<file path="config.mk">
export PLATFORM = sky130hd
export DESIGN_NAME = kbd_vga_top
export DESIGN_NICKNAME = d
export VERILOG_FILES = /design/src/rtl/kbd_pkg.sv /design/src/rtl/disp_pkg.sv /design/src/rtl/ps2_receiver.sv /design/src/rtl/key_event_fsm.sv /design/src/rtl/vga_timing.sv /design/src/rtl/glyph_renderer.sv /design/src/rtl/seg_display.sv /design/src/rtl/kbd_vga_top.sv
export SDC_FILE = /design/constraint.sdc
export NUM_CORES = 1
export LEC_CHECK = 0
export BUFFER_PORTS_ARGS = -buffer_cell sky130_fd_sc_hd__buf_2
export CAP_MARGIN = 40
export CORE_MARGIN = 4
export CORE_UTILIZATION = 53
export CTS_BUF_LIST = sky130_fd_sc_hd__clkbuf_4 sky130_fd_sc_hd__clkbuf_8
export CTS_CLUSTER_SIZE = 30
export DETAILED_ROUTE_END_ITERATION = 6
export PLACE_DENSITY = 0.85
export SYNTH_ARGS = -nofsm -noshare
export SYNTH_HDL_FRONTEND = slang
export SYNTH_SLANG_ARGS = --single-unit
</file>
<file path="constraint.sdc">
create_clock -name clk -period 2.8 [get_ports clk]
set_input_delay 0.28 -clock clk [delete_from_list [all_inputs] [get_ports clk]]
set_output_delay 0.28 -clock clk [all_outputs]
set_load 0.005 [all_outputs]
</file>
<file path="src/rtl/kbd_pkg.sv">
package kbd_pkg;

	// one byte from the keyboard, with its parity check result
	typedef struct packed {
		logic [7:0] code;
		logic       parity_err;
	} ps2_byte_t;

	// frame receiver
	typedef enum logic [1:0] {
		RX_IDLE,
		RX_DATA,
		RX_PARITY,
		RX_STOP
	} rx_state_t;

	// make/break tracking
	typedef enum logic [1:0] {
		KEY_IDLE,
		KEY_HELD,
		KEY_BREAK_PENDING
	} key_state_t;

	// set 2 break prefix, the next byte is the released key
	localparam logic [7:0] BREAK_PREFIX = 8'hF0;

endpackage

</file>
<file path="src/rtl/disp_pkg.sv">
package disp_pkg;

	// one pixel slot from the timing generator
	typedef struct packed {
		logic [9:0] h;
		logic [9:0] v;
		logic       active;
	} pix_pos_t;

	// syncs are active low
	typedef struct packed {
		logic hsync;
		logic vsync;
		logic blank_n;
	} sync_t;

	typedef enum logic [2:0] {
		GLYPH_NONE,
		GLYPH_Q,
		GLYPH_D,
		GLYPH_A,
		GLYPH_S
	} glyph_t;

	// indexed by glyph_t, then row; bit 7 is the leftmost pixel
	localparam logic [0:4][0:7][7:0] GLYPH_ROM = '{
		'{8'h00, 8'h00, 8'h00, 8'h00, 8'h00, 8'h00, 8'h00, 8'h00},
		'{8'h3C, 8'h66, 8'h66, 8'h66, 8'h76, 8'h3C, 8'h0E, 8'h00},
		'{8'h78, 8'h6C, 8'h66, 8'h66, 8'h66, 8'h6C, 8'h78, 8'h00},
		'{8'h18, 8'h3C, 8'h66, 8'h66, 8'h7E, 8'h66, 8'h66, 8'h00},
		'{8'h3C, 8'h66, 8'h60, 8'h3C, 8'h06, 8'h66, 8'h3C, 8'h00}
	};

	// segments a..g in bits 7..1, dp in bit 0, active high
	localparam logic [0:15][7:0] SEG_HEX = '{
		8'hFC, 8'h60, 8'hDA, 8'hF2, 8'h66, 8'hB6, 8'hBE, 8'hE0,
		8'hFE, 8'hF6, 8'hEE, 8'h3E, 8'h9C, 8'h7A, 8'h9E, 8'h8E
	};

endpackage

</file>
<file path="src/rtl/ps2_receiver.sv">
`timescale 1ns/1ns

module ps2_receiver (
	input  logic               clk,
	input  logic               rst,
	input  logic               ps2_clk,
	input  logic               ps2_data,
	output logic               byte_valid,
	output kbd_pkg::ps2_byte_t rx_byte,
	output logic               busy,
	output logic               frame_err
);

	logic [1:0] clk_sync;
	logic [1:0] data_sync;
	logic       clk_d;
	logic       fall;
	logic       bit_in;

	kbd_pkg::rx_state_t state;
	logic [2:0]         bit_cnt;
	logic [7:0]         shift;
	logic               par_bit;

	// two-flop synchronizers, then a registered falling-edge detect
	always_ff @(posedge clk) begin
		if (rst) begin
			clk_sync  <= 2'b11;
			data_sync <= 2'b11;
			clk_d     <= 1'b1;
			fall      <= 1'b0;
			bit_in    <= 1'b1;
		end else begin
			clk_sync  <= {clk_sync[0], ps2_clk};
			data_sync <= {data_sync[0], ps2_data};
			clk_d     <= clk_sync[1];
			fall      <= clk_d & ~clk_sync[1];
			bit_in    <= data_sync[1];
		end
	end

	always_ff @(posedge clk) begin
		if (rst) begin
			state      <= kbd_pkg::RX_IDLE;
			bit_cnt    <= 3'd0;
			byte_valid <= 1'b0;
			frame_err  <= 1'b0;
		end else begin
			byte_valid <= 1'b0;
			frame_err  <= 1'b0;
			if (fall) begin
				case (state)
				kbd_pkg::RX_IDLE: begin
					// start bit must be low
					if (!bit_in) begin
						state   <= kbd_pkg::RX_DATA;
						bit_cnt <= 3'd0;
					end else begin
						frame_err <= 1'b1;
					end
				end
				kbd_pkg::RX_DATA: begin
					bit_cnt <= bit_cnt + 3'd1;
					if (bit_cnt == 3'd7) begin
						state <= kbd_pkg::RX_PARITY;
					end
				end
				kbd_pkg::RX_PARITY: begin
					state <= kbd_pkg::RX_STOP;
				end
				default: begin
					// stop bit high, else the frame is dropped
					byte_valid <= bit_in;
					frame_err  <= ~bit_in;
					state      <= kbd_pkg::RX_IDLE;
				end
				endcase
			end
		end
	end

	// data bits arrive lsb first
	always_ff @(posedge clk) begin
		if (fall) begin
			if (state == kbd_pkg::RX_DATA) begin
				shift <= {bit_in, shift[7:1]};
			end
			if (state == kbd_pkg::RX_PARITY) begin
				par_bit <= bit_in;
			end
			if (state == kbd_pkg::RX_STOP) begin
				rx_byte.code       <= shift;
				rx_byte.parity_err <= ~^{shift, par_bit};
			end
		end
	end

	assign busy = (state != kbd_pkg::RX_IDLE);

	a_valid_single: assert property (@(posedge clk) disable iff (rst)
		byte_valid |=> !byte_valid);

	a_valid_idle: assert property (@(posedge clk) disable iff (rst)
		byte_valid |-> !busy);

endmodule

</file>
<file path="src/rtl/key_event_fsm.sv">
`timescale 1ns/1ns

module key_event_fsm (
	input  logic               clk,
	input  logic               rst,
	input  logic               byte_valid,
	input  kbd_pkg::ps2_byte_t rx_byte,
	output logic [7:0]         key_code,
	output logic [7:0]         rel_count,
	output logic               key_held
);

	kbd_pkg::key_state_t state;

	// bytes with bad parity are ignored
	always_ff @(posedge clk) begin
		if (rst) begin
			state     <= kbd_pkg::KEY_IDLE;
			key_code  <= 8'h00;
			rel_count <= 8'd0;
		end else if (byte_valid && !rx_byte.parity_err) begin
			case (state)
			kbd_pkg::KEY_BREAK_PENDING: begin
				// released key code itself is not checked
				key_code  <= 8'h00;
				rel_count <= rel_count + 8'd1;
				state     <= kbd_pkg::KEY_IDLE;
			end
			default: begin
				if (rx_byte.code == kbd_pkg::BREAK_PREFIX) begin
					state <= kbd_pkg::KEY_BREAK_PENDING;
				end else begin
					key_code <= rx_byte.code;
					state    <= kbd_pkg::KEY_HELD;
				end
			end
			endcase
		end
	end

	assign key_held = (state == kbd_pkg::KEY_HELD);

	a_idle_clear: assert property (@(posedge clk) disable iff (rst)
		(state == kbd_pkg::KEY_IDLE) |-> (key_code == 8'h00));

endmodule

</file>
<file path="src/rtl/vga_timing.sv">
`timescale 1ns/1ns

module vga_timing #(
	parameter int H_ACTIVE = 640,
	parameter int H_FRONT  = 16,
	parameter int H_SYNC   = 96,
	parameter int H_BACK   = 48,
	parameter int V_ACTIVE = 480,
	parameter int V_FRONT  = 10,
	parameter int V_SYNC   = 2,
	parameter int V_BACK   = 33
) (
	input  logic             clk,
	input  logic             rst,
	output disp_pkg::pix_pos_t pos,
	output disp_pkg::sync_t    sync
);

	localparam logic [9:0] H_VIS   = 10'(H_ACTIVE);
	localparam logic [9:0] HS_BEG  = 10'(H_ACTIVE + H_FRONT);
	localparam logic [9:0] HS_END  = 10'(H_ACTIVE + H_FRONT + H_SYNC);
	localparam logic [9:0] H_TOTAL = 10'(H_ACTIVE + H_FRONT + H_SYNC + H_BACK);
	localparam logic [9:0] V_VIS   = 10'(V_ACTIVE);
	localparam logic [9:0] VS_BEG  = 10'(V_ACTIVE + V_FRONT);
	localparam logic [9:0] VS_END  = 10'(V_ACTIVE + V_FRONT + V_SYNC);
	localparam logic [9:0] V_TOTAL = 10'(V_ACTIVE + V_FRONT + V_SYNC + V_BACK);

	logic [9:0] h_cnt;
	logic [9:0] v_cnt;

	always_ff @(posedge clk) begin
		if (rst) begin
			h_cnt <= 10'd0;
			v_cnt <= 10'd0;
		end else if (h_cnt == H_TOTAL - 10'd1) begin
			h_cnt <= 10'd0;
			v_cnt <= (v_cnt == V_TOTAL - 10'd1) ? 10'd0 : v_cnt + 10'd1;
		end else begin
			h_cnt <= h_cnt + 10'd1;
		end
	end

	assign pos.h      = h_cnt;
	assign pos.v      = v_cnt;
	assign pos.active = (h_cnt < H_VIS) && (v_cnt < V_VIS);

	// low inside the pulse window
	assign sync.hsync   = ~((h_cnt >= HS_BEG) && (h_cnt < HS_END));
	assign sync.vsync   = ~((v_cnt >= VS_BEG) && (v_cnt < VS_END));
	assign sync.blank_n = pos.active;

	a_h_range: assert property (@(posedge clk) disable iff (rst)
		h_cnt < H_TOTAL);

endmodule

</file>
<file path="src/rtl/glyph_renderer.sv">
`timescale 1ns/1ns

module glyph_renderer #(
	parameter int GLYPH_SCALE = 4,
	parameter int H_ACTIVE    = 640
) (
	input  logic               clk,
	input  logic               rst,
	input  disp_pkg::pix_pos_t pos,
	input  disp_pkg::sync_t    sync_in,
	input  logic [7:0]         key_code,
	output logic [23:0]        rgb,
	output disp_pkg::sync_t    sync_out
);

	localparam logic [9:0] SCALE = 10'(GLYPH_SCALE);
	localparam logic [9:0] BOX   = 10'(8 * GLYPH_SCALE);

	disp_pkg::glyph_t glyph;
	logic [9:0]       row_full;
	logic [9:0]       col_full;
	logic [7:0]       row_bits;
	logic             in_box;
	logic             ink;

	// scan code to glyph
	always_comb begin
		case (key_code)
		8'h15:   glyph = disp_pkg::GLYPH_Q;
		8'h23:   glyph = disp_pkg::GLYPH_D;
		8'h1C:   glyph = disp_pkg::GLYPH_A;
		8'h1B:   glyph = disp_pkg::GLYPH_S;
		default: glyph = disp_pkg::GLYPH_NONE;
		endcase
	end

	// each bitmap pixel covers a SCALE x SCALE block
	assign row_full = pos.v / SCALE;
	assign col_full = pos.h / SCALE;
	assign in_box   = pos.active && (pos.h < BOX) && (pos.v < BOX);
	assign row_bits = disp_pkg::GLYPH_ROM[glyph][row_full[2:0]];
	assign ink      = in_box && row_bits[3'd7 - col_full[2:0]];

	// colour and sync leave together
	always_ff @(posedge clk) begin
		if (rst) begin
			rgb      <= 24'hFFFFFF;
			sync_out <= '{hsync: 1'b1, vsync: 1'b1, blank_n: 1'b0};
		end else begin
			rgb      <= ink ? 24'h000000 : 24'hFFFFFF;
			sync_out <= sync_in;
		end
	end

	a_box_fits: assert property (@(posedge clk)
		(8 * GLYPH_SCALE) <= H_ACTIVE);

endmodule

</file>
<file path="src/rtl/seg_display.sv">
`timescale 1ns/1ns

module seg_display (
	input  logic [7:0] key_code,
	input  logic [7:0] rel_count,
	output logic [7:0] seg0,
	output logic [7:0] seg1,
	output logic [7:0] seg4,
	output logic [7:0] seg5
);

	// board digits are active low
	function automatic logic [7:0] hex_seg(input logic [3:0] nib);
		return ~disp_pkg::SEG_HEX[nib];
	endfunction

	// key code on the right pair
	assign seg0 = hex_seg(key_code[3:0]);
	assign seg1 = hex_seg(key_code[7:4]);

	// release count on the left pair
	assign seg4 = hex_seg(rel_count[3:0]);
	assign seg5 = hex_seg(rel_count[7:4]);

endmodule

</file>
<file path="src/rtl/kbd_vga_top.sv">
`timescale 1ns/1ns

module kbd_vga_top #(
	parameter int H_ACTIVE    = 640,
	parameter int H_FRONT     = 16,
	parameter int H_SYNC      = 96,
	parameter int H_BACK      = 48,
	parameter int V_ACTIVE    = 480,
	parameter int V_FRONT     = 10,
	parameter int V_SYNC      = 2,
	parameter int V_BACK      = 33,
	parameter int GLYPH_SCALE = 4
) (
	input  logic        clk,
	input  logic        rst,
	input  logic        ps2_clk,
	input  logic        ps2_data,
	output logic [15:0] ledr,
	output logic        vga_hsync,
	output logic        vga_vsync,
	output logic        vga_blank_n,
	output logic [7:0]  vga_r,
	output logic [7:0]  vga_g,
	output logic [7:0]  vga_b,
	output logic [7:0]  seg0,
	output logic [7:0]  seg1,
	output logic [7:0]  seg4,
	output logic [7:0]  seg5
);

	kbd_pkg::ps2_byte_t rx_byte;
	logic               byte_valid;
	logic               busy;
	logic               frame_err;
	logic [7:0]         key_code;
	logic [7:0]         rel_count;
	logic               key_held;
	logic               err_sticky;
	disp_pkg::pix_pos_t pos;
	disp_pkg::sync_t    sync_raw;
	disp_pkg::sync_t    sync_vid;
	logic [23:0]        rgb;

	ps2_receiver ps2_receiver_i (
		.clk        (clk),
		.rst        (rst),
		.ps2_clk    (ps2_clk),
		.ps2_data   (ps2_data),
		.byte_valid (byte_valid),
		.rx_byte    (rx_byte),
		.busy       (busy),
		.frame_err  (frame_err)
	);

	key_event_fsm key_event_fsm_i (
		.clk        (clk),
		.rst        (rst),
		.byte_valid (byte_valid),
		.rx_byte    (rx_byte),
		.key_code   (key_code),
		.rel_count  (rel_count),
		.key_held   (key_held)
	);

	vga_timing #(
		.H_ACTIVE (H_ACTIVE),
		.H_FRONT  (H_FRONT),
		.H_SYNC   (H_SYNC),
		.H_BACK   (H_BACK),
		.V_ACTIVE (V_ACTIVE),
		.V_FRONT  (V_FRONT),
		.V_SYNC   (V_SYNC),
		.V_BACK   (V_BACK)
	) vga_timing_i (
		.clk  (clk),
		.rst  (rst),
		.pos  (pos),
		.sync (sync_raw)
	);

	glyph_renderer #(
		.GLYPH_SCALE (GLYPH_SCALE),
		.H_ACTIVE    (H_ACTIVE)
	) glyph_renderer_i (
		.clk      (clk),
		.rst      (rst),
		.pos      (pos),
		.sync_in  (sync_raw),
		.key_code (key_code),
		.rgb      (rgb),
		.sync_out (sync_vid)
	);

	seg_display seg_display_i (
		.key_code  (key_code),
		.rel_count (rel_count),
		.seg0      (seg0),
		.seg1      (seg1),
		.seg4      (seg4),
		.seg5      (seg5)
	);

	// any bad frame lights the error led until reset
	always_ff @(posedge clk) begin
		if (rst) begin
			err_sticky <= 1'b0;
		end else if (frame_err || (byte_valid && rx_byte.parity_err)) begin
			err_sticky <= 1'b1;
		end
	end

	assign ledr = {key_code, 4'b0000, key_held, busy, err_sticky, byte_valid};

	assign vga_hsync   = sync_vid.hsync;
	assign vga_vsync   = sync_vid.vsync;
	assign vga_blank_n = sync_vid.blank_n;
	assign vga_r       = rgb[23:16];
	assign vga_g       = rgb[15:8];
	assign vga_b       = rgb[7:0];

	a_err_sticky: assert property (@(posedge clk) disable iff (rst)
		ledr[1] |=> ledr[1]);

endmodule

</file>
==> impl_metrics.tcl <==
set metrics [dict create \
    cts_buffers 9 \
    antenna_cells 0 \
    grt_use_met1_pct 23.1 \
    clk_root_buffer_cell "clkbuf_8" \
    yosysWarningCount 0 \
    dpl-instance-area_um2 5020 \
    first_iter_violations 138 \
    areaGrowthSynthToFinish_pct 10.4 \
    critPathMaxFanout 8 \
    dieWidth_um 103 \
    postSynth.asyncResetShare_pct 0 \
    synth_common_cells "61 x nor2_1, 57 x dfxtp_1, 49 x nand2_1, 38 x ha_1, 36 x buf_4" \
    gp_congestion 0.856 \
    syn_area_um2 4780 \
    drc_errors 0 \
    ios 79 \
    synth_cell_type_count 68 \
    fin_skew_ns 0.00708 \
    slew_headroom_pct 46.0 \
    cp.arrival_ns 2.86 \
    grt-ovfl-total 0 \
    core_um2 8760 \
    finalMaxSlewViolations 0 \
    clock-sinks 75 \
    antenna_found_initial 0 \
    hold_class "input port to register" \
    utilization_pct 60.2 \
    finalSetupViolations 0 \
    grt_pass1_wl_um 16100 \
    drive_above_1_share_pct 21.0 \
    synth_ff_type "dfxtp_1" \
    fin_crit_ns 2.62 \
    cts_tree "built" \
    tightest_slew_ns 0.810 \
    ir_drop_mv 0.298 \
    fillers 725 \
    gr-max-usage-layer "met2" \
    track_usage_pct 18.6 \
    synth-edff-count 18 \
    grt_start_max_net_pins 32 \
    syn_inst 547 \
    num_vias 3932 \
    synth-seq-cells 75 \
    grt_pass1_vias 3563 \
    cap_violations 0 \
    via_per_inst 5.60 \
    dp_hpwl_um 7210 \
    cp.required_ns 3.03 \
    crit_type "register to register" \
    fmax_ghz 0.381 \
    post-route-period-util_pct 93.6 \
    yosysSeqAreaShare_pct 35.2 \
    postSynthAreaPerCell_um2 8.73 \
    synthTopCellsByArea "dfxtp_1 24%, edfxtp_1 11%, ha_1 10%, buf_4 5.7%, nor2_1 4.8%" \
    status "finished clean" \
    die-area_um2 10600 \
    power_leakage_nw 2.24 \
    final_area_um2 5270 \
    die_h_um 103 \
    grt.met3_usage_pct 3.65 \
    htreeDepth 3 \
    grt_util_met2_pct 32.1 \
    yosysTopAreaCellShare_pct 23.9 \
    io_buffers 70 \
    crit_path_start_kind "register" \
    wire_per_inst_um 14.2 \
    clkTransAtPathRegs_ns 0.08 \
    postCtsSetupBuffers 0 \
    cp-end-kind "register" \
    final_nets 631 \
    hold_depth 2 \
    ctsHoldBuffers 0 \
    ant_nets 0 \
    synth_area_leader_cell "dfxtp_1" \
    p_per_area_nw_per_um2 391 \
    r2r_cells 12 \
    yosysMostFrequentCell "nor2_1" \
    finalHoldViolCount 0 \
    rows 34 \
    clk_path_buf_depth 2 \
    initial_utilization_pct 54.5 \
    worst_skew_pair.late_latency_ns 0.35 \
    wirelength_um 9940 \
    drt_pass1_iterations 4 \
]
[final timing paths]
path	start	to	slack, ns
worst min-delay path	ps2_clk	ps2_receiver_i.clk_sync[0]$_SDFF_PP1_	0.10
worst min register to register	ps2_receiver_i.clk_sync[0]$_SDFF_PP1_	ps2_receiver_i.clk_sync[1]$_SDFF_PP1_	0.41
worst max register to register	key_event_fsm_i.key_code[0]$_SDFFE_PP0P_	glyph_renderer_i.rgb[22]$_SDFF_PP1_	0.18
worst max-delay path	key_event_fsm_i.key_code[0]$_SDFFE_PP0P_	glyph_renderer_i.rgb[22]$_SDFF_PP1_	0.18
[per-layer routing]
layer  wire [um]  share of wire, %
met2        4840                49
met5           0                 0
met1        4350                44
met4         196               2.0
met3         550               5.5
[critical path: stages (launching register included)]
cell      delay, ns
dfxtp_1        0.34
buf_4          0.17
ha_1           0.20
nor4b_4        0.27
a22oi_2        0.13
buf_4          0.18
ha_1           0.28
nor2_1         0.17
a41oi_1        0.07
o221ai_1       0.22
o211ai_1       0.12
a41oi_1        0.23
o221ai_2       0.12
[cell usage in the layout, fill, tap and decap left out, types with 17 or more instances in the layout]
cell / count
inv_1: 31
nand2_1: 49
ha_1: 37
dfxtp_1: 56
nor2_1: 61
a21oi_1: 17
o21ai_0: 23
edfxtp_1: 18
buf_2: 70
xnor2_1: 21
[report_power, final]
group	total (W)	switching, W	internal [W]
Combinational	0.0000428	0.0000268	0.0000160
Sequential	0.00112	0.00000744	0.00111
Clock	0.000903	0.000428	0.000474
Total	0.00206	0.000462	0.00160
[metrics by stage]
| step | cells | total power [W] | worst slack (ns) | setup TNS [ns] | hold slack, ns |
|---|---|---|---|---|---|
| finish | 702 | 0.00206 | 0.178 | 0 | 0.102 |
| global route | 702 | 0.00213 | -0.00726 | -0.00726 | 0.0976 |
| CTS | 702 | 0.00208 | 0.0390 | 0 | 0.0880 |
| detailed placement | 686 | 0.00119 | -0.00331 | -0.00331 | 0.396 |
| global placement | 686 | 0.00118 | 0.117 | 0 | 0.394 |
| floorplan | 553 | 0.00118 | 0.0397 | 0 | 0.384 |
[state kept, by name, summed over array words and instances (netlist names)]
signal / flops
err_sticky: 1
glyph_renderer_i.rgb: 1
glyph_renderer_i.sync_out: 3
key_event_fsm_i.key_code: 8
key_event_fsm_i.rel_count: 8
key_event_fsm_i.state: 2
ps2_receiver_i.bit_cnt: 3
ps2_receiver_i.bit_in: 1
ps2_receiver_i.byte_valid: 1
ps2_receiver_i.clk_d: 1
ps2_receiver_i.clk_sync: 2
ps2_receiver_i.data_sync: 2
ps2_receiver_i.fall: 1
ps2_receiver_i.frame_err: 1
ps2_receiver_i.par_bit: 1
ps2_receiver_i.rx_byte: 9
ps2_receiver_i.shift: 8
ps2_receiver_i.state: 2
vga_timing_i.h_cnt: 10
vga_timing_i.v_cnt: 10
[repair_timing]
| item | CTS | global route |
|---|---|---|
| gates resized for setup | 1 | 6 |
| pin swaps | 0 | 2 |
| endpoints found under the hold margin | 0 | 0 |
| setup endpoints to repair | 1 | 1 |
[cell type report]
cell class	count	area, um^2	share of cell area [%]
well taps	108	135	2.56
clock inverters	5	67.6	1.28
clock buffers	11	151	2.87
repair buffers	85	463	8.78
inverters	32	120	2.28
multi-input cells	386	2650	50.3
flip-flops and latches	75	1680	31.9
[kinds of logic after synthesis]
group / synth area share, %
other: 0.157
AND/OR/NAND/NOR: 20.6
XOR/XNOR: 5.32
AO/OA/AOI/OAI: 15.6
adder cells (fa/ha/maj): 9.95
buffers and inverters: 10.3
multiplexers: 2.88
flip-flops: 35.2
(Power assumes the default switching activity.)
